### src/design/gem_rx_defines.svh
`ifndef GEM_RX_DEFINES_SVH
`define GEM_RX_DEFINES_SVH

// ---------------------------------------------------------------------------
// Link word and frame geometry
// ---------------------------------------------------------------------------
`define GEM_WORD_W      16      // Decoder word width
`define GEM_PAYLOAD_W   56      // Three data words plus K word high byte
`define GEM_FRAME_WORDS 4       // K word and three data words

// ---------------------------------------------------------------------------
// K-characters seen in the low byte of the sync word
// ---------------------------------------------------------------------------
`define GEM_K_BC 8'hBC          // Normal rotation start
`define GEM_K_F7 8'hF7
`define GEM_K_FB 8'hFB
`define GEM_K_FD 8'hFD
`define GEM_K_FE 8'hFE          // Overflow marker
`define GEM_K_1C 8'h1C          // BC0 marker
`define GEM_K_3C 8'h3C          // Resync marker

// Latency trigger K-char
// Not in the accepted marker list so the link monitor treats it as a miss
`define GEM_K_LTNCY 8'hFC

// ---------------------------------------------------------------------------
// Counter widths and limits
// ---------------------------------------------------------------------------
`define GEM_ERR_CNT_W    8      // Link loss counter
`define GEM_ERR_CNT_MAX  8'hFE  // Stops one short of all ones

`define GEM_CODE_CNT_W   16     // Not-in-table and disparity counters
`define GEM_CODE_CNT_MAX 16'hFFFE

// Clean frames in a row before link_good goes high
`define GEM_GOOD_BX      15

`endif

### src/design/gem_rx_pkg.sv
`include "gem_rx_defines.svh"

package gem_rx_pkg;

    // -----------------------------------------------------------------------
    // Raw word from the 8b/10b decoder, one flag bit per byte lane
    // -----------------------------------------------------------------------
    typedef struct packed {
        logic [`GEM_WORD_W-1:0]   data;        // Decoded word
        logic [`GEM_WORD_W/8-1:0] isk;         // K-char per byte
        logic [`GEM_WORD_W/8-1:0] notintable;  // Symbol not in code table
        logic [`GEM_WORD_W/8-1:0] disperr;     // Running disparity error
        logic [`GEM_WORD_W/8-1:0] lossofsync;  // Decoder sync state
    } gem_rx_word_t;

    // -----------------------------------------------------------------------
    // Registered word with its classification
    // -----------------------------------------------------------------------
    typedef struct packed {
        logic [`GEM_WORD_W-1:0] data;
        logic                   is_sync;       // K in low byte only
        logic                   is_marker;     // Good sync with accepted marker
        logic                   is_clean;      // Plain data word with no faults
        logic                   code_err;      // Any not-in-table bit
        logic                   disp_err;      // Any disparity bit
    } gem_rx_sym_t;

    // Frame phase flags
    // cew1 follows the sync word and cew0 lands on the next K word
    typedef struct packed {
        logic cew0;
        logic cew1;
        logic cew2;
        logic cew3;
    } gem_rx_phase_t;

    // -----------------------------------------------------------------------
    // Assembled frame
    // -----------------------------------------------------------------------
    typedef struct packed {
        logic [`GEM_PAYLOAD_W-1:0]   payload;      // {w3, w2, w1, w0[15:8]}
        logic [7:0]                  k_char;       // Low byte of the K word
        logic [`GEM_FRAME_WORDS-1:0] nonzero_word; // Per word non-zero flags
        logic                        latency_trig; // K word was the FC char
    } gem_rx_frame_t;

    // -----------------------------------------------------------------------
    // Link health
    // -----------------------------------------------------------------------
    typedef struct packed {
        logic                       link_good;       // Enough clean frames seen
        logic                       link_bad;        // Too many link losses
        logic                       link_had_err;    // Lost once or never up
        logic [`GEM_ERR_CNT_W-1:0]  errcount;        // Link loss count
        logic [`GEM_CODE_CNT_W-1:0] notintablecount;
        logic [`GEM_CODE_CNT_W-1:0] disperrcount;
    } gem_rx_status_t;

endpackage

### src/design/gem_rx_symbol_in.sv
`timescale 1ns/1ps
`include "gem_rx_defines.svh"

module gem_rx_symbol_in (
    input  logic                     GEM_RX_CLK160,
    input  logic                     gem_rx_resetdone,
    input  gem_rx_pkg::gem_rx_word_t rx_word,
    output gem_rx_pkg::gem_rx_sym_t  sym
);

    // ---------------------------------------------------------------------------
    // Input register
    // ---------------------------------------------------------------------------
    gem_rx_pkg::gem_rx_word_t word_q;   // Decoder word one cycle later

    logic sync_k;      // K flag on low byte only
    logic marker_k;    // Low byte is one of the accepted markers
    logic no_fault;    // No table miss and decoder still in sync

    always_ff @(posedge GEM_RX_CLK160 or negedge gem_rx_resetdone) begin
        if (!gem_rx_resetdone) begin
            word_q <= '0;   // Flags must read as idle until the link is up
        end else begin
            word_q <= rx_word;
        end
    end

    // ---------------------------------------------------------------------------
    // Classification of the registered word
    // ---------------------------------------------------------------------------
    assign sync_k   = (word_q.isk == 2'b01);
    assign marker_k = word_q.data[7:0] inside {`GEM_K_BC, `GEM_K_F7, `GEM_K_FB,
                                               `GEM_K_FD, `GEM_K_FE, `GEM_K_1C,
                                               `GEM_K_3C};

    // Bit 1 of lossofsync is the decoder's out-of-sync state
    assign no_fault = (word_q.notintable == 2'b00) && !word_q.lossofsync[1];

    always_comb begin
        sym.data      = word_q.data;
        sym.is_sync   = sync_k;
        sym.is_marker = sync_k && marker_k && no_fault;
        sym.is_clean  = (word_q.isk == 2'b00) && no_fault; // Data word with no K bits
        sym.code_err  = |word_q.notintable;
        sym.disp_err  = |word_q.disperr;
    end

    // ---------------------------------------------------------------------------
    // Checks
    // ---------------------------------------------------------------------------

    // A marker is always a sync word, whatever flag pattern arrives
    a_marker_is_sync : assert property (
        @(posedge GEM_RX_CLK160) disable iff (!gem_rx_resetdone)
        sym.is_marker |-> sym.is_sync
    ) else $error("is_marker seen without is_sync");

endmodule

### src/design/gem_rx_frame_assembler.sv
`timescale 1ns/1ps
`include "gem_rx_defines.svh"

module gem_rx_frame_assembler (
    input  logic                      GEM_RX_CLK160,
    input  logic                      gem_rx_resetdone,
    input  logic                      ttc_resync,
    input  gem_rx_pkg::gem_rx_sym_t   sym,
    output gem_rx_pkg::gem_rx_phase_t phase,
    output gem_rx_pkg::gem_rx_frame_t frame
);

    // ---------------------------------------------------------------------------
    // Word holding registers
    // ---------------------------------------------------------------------------
    logic [`GEM_WORD_W-1:0] w0_reg;     // K word of the frame in flight
    logic [`GEM_WORD_W-1:0] w1_reg;     // First data word after the K word
    logic [`GEM_WORD_W-1:0] w2_reg;
    logic [`GEM_WORD_W-1:0] w3_reg;     // Last data word
    logic                   lt_reg;     // K word was the latency char
    logic                   frame_done; // Last word taken on the previous edge

    // One-of decode in the same priority order as the phase chain
    logic sel_w0;
    logic sel_w1;
    logic sel_w2;
    logic sel_w3;

    assign sel_w0 = phase.cew0;
    assign sel_w1 = !phase.cew0 && phase.cew1;
    assign sel_w2 = !phase.cew0 && !phase.cew1 && phase.cew2;
    assign sel_w3 = !phase.cew0 && !phase.cew1 && !phase.cew2 && phase.cew3;

    // ---------------------------------------------------------------------------
    // Phase shift
    // ---------------------------------------------------------------------------
    always_ff @(posedge GEM_RX_CLK160 or negedge gem_rx_resetdone) begin
        if (!gem_rx_resetdone) begin
            phase <= '0;
        end else if (ttc_resync) begin
            phase <= '0;
        end else begin
            phase.cew1 <= sym.is_sync;  // Sync word now so word 1 is next
            phase.cew2 <= phase.cew1;
            phase.cew3 <= phase.cew2;
            phase.cew0 <= phase.cew3;   // Lands on the next K word
        end
    end

    // K word capture and end of frame strobe
    always_ff @(posedge GEM_RX_CLK160 or negedge gem_rx_resetdone) begin
        if (!gem_rx_resetdone) begin
            w0_reg     <= '0;
            lt_reg     <= 1'b0;
            frame_done <= 1'b0;
        end else if (ttc_resync) begin
            frame_done <= 1'b0;
        end else begin
            frame_done <= sel_w3;
            if (sel_w0) begin
                w0_reg <= sym.data;
                lt_reg <= sym.is_sync && (sym.data[7:0] == `GEM_K_LTNCY);
            end
        end
    end

    // Data words
    always_ff @(posedge GEM_RX_CLK160) begin
        if (sel_w1) w1_reg <= sym.data;
        if (sel_w2) w2_reg <= sym.data;
        if (sel_w3) w3_reg <= sym.data;
    end

    // ---------------------------------------------------------------------------
    // Frame output
    // ---------------------------------------------------------------------------
    always_ff @(posedge GEM_RX_CLK160 or negedge gem_rx_resetdone) begin
        if (!gem_rx_resetdone) begin
            frame.payload      <= '1;
            frame.k_char       <= '0;
            frame.nonzero_word <= '0;
            frame.latency_trig <= 1'b0;
        end else if (ttc_resync) begin
            frame.payload      <= '1;
            frame.k_char       <= '0;
            frame.nonzero_word <= '0;
            frame.latency_trig <= 1'b0;
        end else if (frame_done) begin
            frame.payload      <= {w3_reg, w2_reg, w1_reg, w0_reg[15:8]};
            frame.k_char       <= w0_reg[7:0];
            frame.nonzero_word <= {|w3_reg, |w2_reg, |w1_reg, |w0_reg[15:8]};
            frame.latency_trig <= lt_reg;
        end else begin
            frame.payload      <= '1;           // Idle pattern
            frame.nonzero_word <= '0;
            frame.latency_trig <= 1'b0;         // k_char keeps the last frame's value
        end
    end

    // ---------------------------------------------------------------------------
    // Checks
    // ---------------------------------------------------------------------------

    // More than one phase live only after a sync restarted the chain
    // The overlap can take up to three edges to shift out
    a_phase_onehot : assert property (
        @(posedge GEM_RX_CLK160) disable iff (!gem_rx_resetdone || ttc_resync)
        !$onehot0(phase) |->
            ($past(sym.is_sync, 1) || $past(sym.is_sync, 2) || $past(sym.is_sync, 3))
    ) else $error("phase flags overlap with no sync restart");

endmodule

### src/design/gem_rx_link_monitor.sv
`timescale 1ns/1ps
`include "gem_rx_defines.svh"

module gem_rx_link_monitor (
    input  logic                       GEM_RX_CLK160,
    input  logic                       gem_rx_resetdone,
    input  logic                       ttc_resync,
    input  gem_rx_pkg::gem_rx_sym_t    sym,
    input  gem_rx_pkg::gem_rx_phase_t  phase,
    output gem_rx_pkg::gem_rx_status_t status
);

    localparam int GOOD_W = $clog2(`GEM_GOOD_BX + 1);   // Good frame counter width

    // ---------------------------------------------------------------------------
    // Monitor state
    // ---------------------------------------------------------------------------
    logic [`GEM_FRAME_WORDS-1:0] mon_in;    // Pass bit per phase
    logic                        mon_rst;   // Last frame was not clean
    logic [GOOD_W-1:0]           mon_count; // Clean frames since last fault
    logic                        link_good;
    logic                        link_err;  // Sticky loss flag
    logic [`GEM_ERR_CNT_W-1:0]   err_count;
    logic [`GEM_CODE_CNT_W-1:0]  notintable_cnt;
    logic [`GEM_CODE_CNT_W-1:0]  disperr_cnt;

    logic any_phase;
    logic link_went_down;   // Was good and just saw a bad frame

    assign any_phase      = phase.cew0 || phase.cew1 || phase.cew2 || phase.cew3;
    assign link_went_down = link_good && mon_rst;

    always_ff @(posedge GEM_RX_CLK160 or negedge gem_rx_resetdone) begin
        if (!gem_rx_resetdone) begin
            mon_in         <= '0;
            mon_rst        <= 1'b1;     // Link never seen alive
            mon_count      <= '0;
            link_good      <= 1'b0;
            link_err       <= 1'b0;
            err_count      <= '0;
            notintable_cnt <= '0;
            disperr_cnt    <= '0;
        end else if (ttc_resync) begin
            mon_in         <= '0;
            mon_rst        <= 1'b1;
            mon_count      <= '0;
            link_good      <= 1'b0;
            link_err       <= 1'b0;
            err_count      <= '0;
            notintable_cnt <= '0;
            disperr_cnt    <= '0;
        end else begin
            // Per phase pass bits
            if (phase.cew0) begin
                mon_in[0] <= sym.is_marker;
            end else if (phase.cew1) begin
                mon_in[1] <= sym.is_clean && !phase.cew2 && !phase.cew3;
            end else if (phase.cew2) begin
                mon_in[2] <= sym.is_clean && !phase.cew3;
            end else if (phase.cew3) begin
                mon_in[3] <= sym.is_clean;
            end else begin
                mon_in <= '0;   // Gap in the stream fails the frame
            end

            mon_rst <= (mon_in != '1);

            // Clean frame run length
            if (mon_rst) begin
                mon_count <= '0;
            end else if (!link_good && phase.cew3) begin
                mon_count <= mon_count + 1'b1;
            end

            link_good <= !mon_rst && (mon_count == GOOD_W'(`GEM_GOOD_BX));

            if (link_went_down) begin
                link_err <= 1'b1;
                if (err_count != `GEM_ERR_CNT_MAX) err_count <= err_count + 1'b1;
            end

            // Code errors count only inside a frame
            if (any_phase) begin
                if (sym.code_err && notintable_cnt != `GEM_CODE_CNT_MAX)
                    notintable_cnt <= notintable_cnt + 1'b1;
                if (sym.disp_err && disperr_cnt != `GEM_CODE_CNT_MAX)
                    disperr_cnt <= disperr_cnt + 1'b1;
            end
        end
    end

    // ---------------------------------------------------------------------------
    // Status out
    // ---------------------------------------------------------------------------
    always_comb begin
        status.link_good       = link_good;
        status.link_bad        = err_count[`GEM_ERR_CNT_W-1];   // Above 127 losses
        status.link_had_err    = link_err || mon_rst;           // Lost once or never up
        status.errcount        = err_count;
        status.notintablecount = notintable_cnt;
        status.disperrcount    = disperr_cnt;
    end

    // ---------------------------------------------------------------------------
    // Checks
    // ---------------------------------------------------------------------------
    a_cnt_sat : assert property (
        @(posedge GEM_RX_CLK160) disable iff (!gem_rx_resetdone)
        (err_count <= `GEM_ERR_CNT_MAX) && (notintable_cnt <= `GEM_CODE_CNT_MAX) &&
        (disperr_cnt <= `GEM_CODE_CNT_MAX)
    ) else $error("counter past its saturation value");

    // Good only after a full clean run with the previous frame clean too
    a_good_rise : assert property (
        @(posedge GEM_RX_CLK160) disable iff (!gem_rx_resetdone || ttc_resync)
        $rose(link_good) |-> $past(!mon_rst) && ($past(mon_count) == `GEM_GOOD_BX)
    ) else $error("link_good rose while mon_rst was set");

endmodule

### src/design/gem_rx_top.sv
`timescale 1ns/1ps

module gem_rx_top (
    input  logic                       GEM_RX_CLK160,
    input  logic                       gem_rx_resetdone,
    input  logic                       ttc_resync,       // Clears frame and link state
    input  gem_rx_pkg::gem_rx_word_t   rx_word,
    output gem_rx_pkg::gem_rx_frame_t  frame,
    output gem_rx_pkg::gem_rx_status_t status
);

    // ---------------------------------------------------------------------------
    // Internal links
    // ---------------------------------------------------------------------------
    gem_rx_pkg::gem_rx_sym_t   sym;    // Classified word to both consumers
    gem_rx_pkg::gem_rx_phase_t phase;  // Frame phase to the monitor

    // Decoder word register and classifier
    gem_rx_symbol_in u_symbol_in (
        .GEM_RX_CLK160    (GEM_RX_CLK160),
        .gem_rx_resetdone (gem_rx_resetdone),
        .rx_word          (rx_word),
        .sym              (sym)
    );

    // Phase chain and frame build
    gem_rx_frame_assembler u_frame_assembler (
        .GEM_RX_CLK160    (GEM_RX_CLK160),
        .gem_rx_resetdone (gem_rx_resetdone),
        .ttc_resync       (ttc_resync),
        .sym              (sym),
        .phase            (phase),
        .frame            (frame)
    );

    // Link health and error counters
    gem_rx_link_monitor u_link_monitor (
        .GEM_RX_CLK160    (GEM_RX_CLK160),
        .gem_rx_resetdone (gem_rx_resetdone),
        .ttc_resync       (ttc_resync),
        .sym              (sym),
        .phase            (phase),
        .status           (status)
    );

endmodule

### config.mk
export PLATFORM = sky130hd
export DESIGN_NAME = gem_rx_top
export DESIGN_NICKNAME = d
export VERILOG_FILES = /design/src/design/gem_rx_pkg.sv /design/src/design/gem_rx_symbol_in.sv /design/src/design/gem_rx_frame_assembler.sv /design/src/design/gem_rx_link_monitor.sv /design/src/design/gem_rx_top.sv
export VERILOG_INCLUDE_DIRS = /design/src /design/src/design
export SDC_FILE = /design/constraint.sdc
export NUM_CORES = 1
export LEC_CHECK = 0
export ABC_AREA = 1
export BUFFER_PORTS_ARGS = -buffer_cell sky130_fd_sc_hd__buf_2
export CAP_MARGIN = 20
export CORE_ASPECT_RATIO = 0.6
export CORE_MARGIN = 5
export CORE_UTILIZATION = 46
export DETAILED_ROUTE_END_ITERATION = 16
export GPL_TIMING_DRIVEN = 1
export PLACE_DENSITY = 0.63
export SLEW_MARGIN = 20
export SYNTH_ARGS = -nofsm -noshare
export SYNTH_HDL_FRONTEND = slang
export SYNTH_SLANG_ARGS = --single-unit
### constraint.sdc
create_clock -name GEM_RX_CLK160 -period 3.4 [get_ports GEM_RX_CLK160]
set_clock_uncertainty 0.05 [all_clocks]
set_input_delay 0.68 -clock GEM_RX_CLK160 [delete_from_list [all_inputs] [get_ports GEM_RX_CLK160]]
set_output_delay 0.68 -clock GEM_RX_CLK160 [all_outputs]
set_load 0.05 [all_outputs]
==> impl_metrics.json <==
{
  "status": "completed",
  "cp_slowest_stage_delay_ns": 0.54,
  "gr-total-overflow": 0,
  "synthToLayoutAreaGrowth_pct": 19.0,
  "drc_errors": 0,
  "drt-initial-drc-count": 490,
  "design.die.area_um2": 21300,
  "setup_tns_ns": 0,
  "synth_cell_types": 35,
  "p_seq_share_pct": 53.3,
  "antenna_cells": 0,
  "ys_seq_area_share_pct": 66.7,
  "synth_most_common_cell": "nand2_1",
  "syn_nets": 839,
  "coreArea_um2": 18100,
  "synthSimpleGateAreaFrac_pct": 22.0,
  "critPathSlowestCell": "dfstp_2",
  "path_cells": "or2_2 -> buf_2",
  "synth_edf_count": 48,
  "slew_headroom_pct": 39.5,
  "fin_nets": 985,
  "vdd_drop_max_uv": 338,
  "maxSlewViolCount": 0,
  "post_cts_buffers": 0,
  "grt_pass1_wl_um": 30300,
  "synth.top_cells.by_count": "nand2_1, dfrtp_1, nor2_1",
  "layoutNonFillerInstCount": 1205,
  "cts.path.max_buffers": 3,
  "path_clk_slew_ns": 0.06,
  "ant_nets": 0,
  "root_buffer": "clkbuf_16",
  "postSynthCellCount": 805,
  "synth_top_area_cell": "dfrtp_1",
  "cp_num_buf_inv": 1,
  "die_x_um": 185,
  "worst_pin_slew_ns": 0.905,
  "power.internal_mw": 4.02,
  "grt_start_max_net_pins": 62,
  "cp_max_fo": 3,
  "cts_max_level": 1,
  "max_freq_ghz": 0.473,
  "muxShareOfSynthArea_pct": 0.533,
  "synth.cell_area_um2": 8450,
  "finalHoldViolations": 0,
  "antenna_found_initial": 0,
  "post-route-period-util_pct": 62.2,
  "grt_pass1_vias": 5749,
  "via_per_inst": 4.89,
  "final_util_pct": 55.7,
  "largest_register_ffs": 69,
  "required_ns": 2.67,
  "p_comb_share_pct": 4.2,
  "critPathCaptureType": "primary output",
  "yosys_warnings": 0,
  "startpoint": "u_link_monitor.mon_rst",
  "cts.repair.resized": 0,
  "synth.top_cell.area_share_pct": 32.0,
  "synth_seq_cells": 213,
  "floorplan.initialDensity_pct": 46.8,
  "first_pass_iters": 5,
  "p_switching_mw": 1.12,
  "clk_latency_ns": 0.48,
  "fillers": 1609,
  "synth_compound_area_share_pct": 3.52,
  "io_pins": 139,
  "wirelength_um": 18400,
  "rsz0062_at_grt": "false",
  "path_class": "register to primary output",
  "io_buffer_count": 137,
  "leakagePower_nw": 4.53,
  "avgRoutedWirePerCell_um": 15.3,
  "synth-adder-area-share_pct": 1.04,
  "dp_cells": 1168,
  "synth_top_family_by_area": "simple AND/OR/NAND/NOR gates",
  "startpoint_type": "register",
  "synth_area_leaders": "dfrtp_1, dfstp_2, edfxtp_1",
  "crit_arrival_ns": 1.38,
  "period_minus_slack_ns": 2.11,
  "reg2regPathDepth": 9,
  "synthFlopType": "dfrtp_1",
  "place_hpwl_um": 13000,
  "syn_avg_cell_area_um2": 10.5,
  "crit_cells": 2,
  "numCtsBuffers": 21,
  "cts_tree": "yes",
  "regMostFlops": "u_frame_assembler.frame",
  "hp-class": "input port to async pin",
  "synthArstFlopShare_pct": 77.5,
  "gp_congestion": 0.872,
  "synth_xor_area_share_pct": 1.45,
  "drive_gt1_share_pct": 28.2,
  "dpl_worst_slack_ns": 1.07,
  "setup_viol": 0,
  "rows": 38,
  "p_clk_share_pct": 42.5,
  "clkSinkCount": 213,
  "die_y_um": 115,
  "worst_slack_ns": 1.29,
  "hold_buffers": 0,
  "swShare_pct": 21.9,
  "vias": 5892,
  "grt_use_total_pct": 17.7,
  "timing.rr.start": "u_link_monitor.disperr_cnt[0]",
  "p_per_area_nw_per_um2": 511,
  "path_delay_family": "flip-flops",
  "drv_cap": 0
}
[layout by cell type (no fill, tap or decap), drive strengths merged, types with 2 or more instances in the layout]
cell type	count
buf	146
clkinv	6
clkbuf	27
ha	7
edfxtp	48
clkinvlp	3
a31oi	4
inv	75
mux2	4
o31ai	2
nand3	42
or2	28
xor2	13
dfrtp	108
nor3	5
nand4	37
dfstp	57
o21ai	22
nor4	9
nand3b	3
a21oi	15
nand2	211
nor2	82
o21bai	7
[worst register-to-register path, stage by stage (launching register included)]
cell and delay, ns:
dfrtp_1 0.42, inv_1 0.13, ha_1 0.21, inv_1 0.05, nor2_1 0.07, nand2_1 0.08, nor2_2 0.05, nor2_1 0.68
nand4_1 0.18, nand2_1 0.12
[routing by layer]
layer	part of all wire [%]	GRT usage, %	vias to the layer above
li1	-	-	2912
met1	52	29.0	2790
met2	40	24.9	165
met3	6.4	2.88	25
met4	1.7	3.47	0
met5	0	0	-
[power groups by stage]
stage / Clock (mW) / Combinational [mW] / Sequential (mW)
3_3_place_gp: 0 / 0.216 / 2.78
6_report: 2.19 / 0.215 / 2.74
2_1_floorplan: 0 / 0.0995 / 2.79
3_5_place_dp: 0 / 0.220 / 2.78
5_1_grt: 2.35 / 0.248 / 2.75
4_1_cts: 2.25 / 0.220 / 2.74
[through the flow]
stage	power (mW)	hold WS [ns]	cell area [um^2]
finish	5.14	0.0906	10100
global route	5.35	0.121	10100
CTS	5.21	0.0965	10100
detailed placement	3.00	0.385	9410
global placement	3.00	0.387	9410
floorplan	2.89	0.334	8450
[area by class of cell]
class | instances | area [um^2] | area share [%]
tap | 240 | 300 | 2.98
inverter | 75 | 282 | 2.80
clock buffer | 27 | 578 | 5.74
timing repair buffer | 146 | 772 | 7.67
clock inverter | 10 | 75.1 | 0.746
multi-input combinational | 494 | 2410 | 24.0
sequential | 213 | 5640 | 56.1
[cell families after synthesis]
kind of cell	Yosys count
compound gates	52
xor+xnor	14
fa+ha+maj	7
buf+inv	98
flops	213
mux	4
simple gates	417
[path summary, 6_finish.rpt]
kind | to | slack [ns]
worst max-delay path | status[40] | 1.29
worst min-delay path | u_symbol_in.sym[15] | 0.09
worst max register to register | u_link_monitor.disperr_cnt[12] | 1.29
worst min register to register | u_frame_assembler.frame[22] | 0.40
max in group asynchronous | u_frame_assembler.frame[34] | 2.43
min in group GEM_RX_CLK160 | u_symbol_in.sym[9] | 0.25
Power figures use the tool's default switching activity.
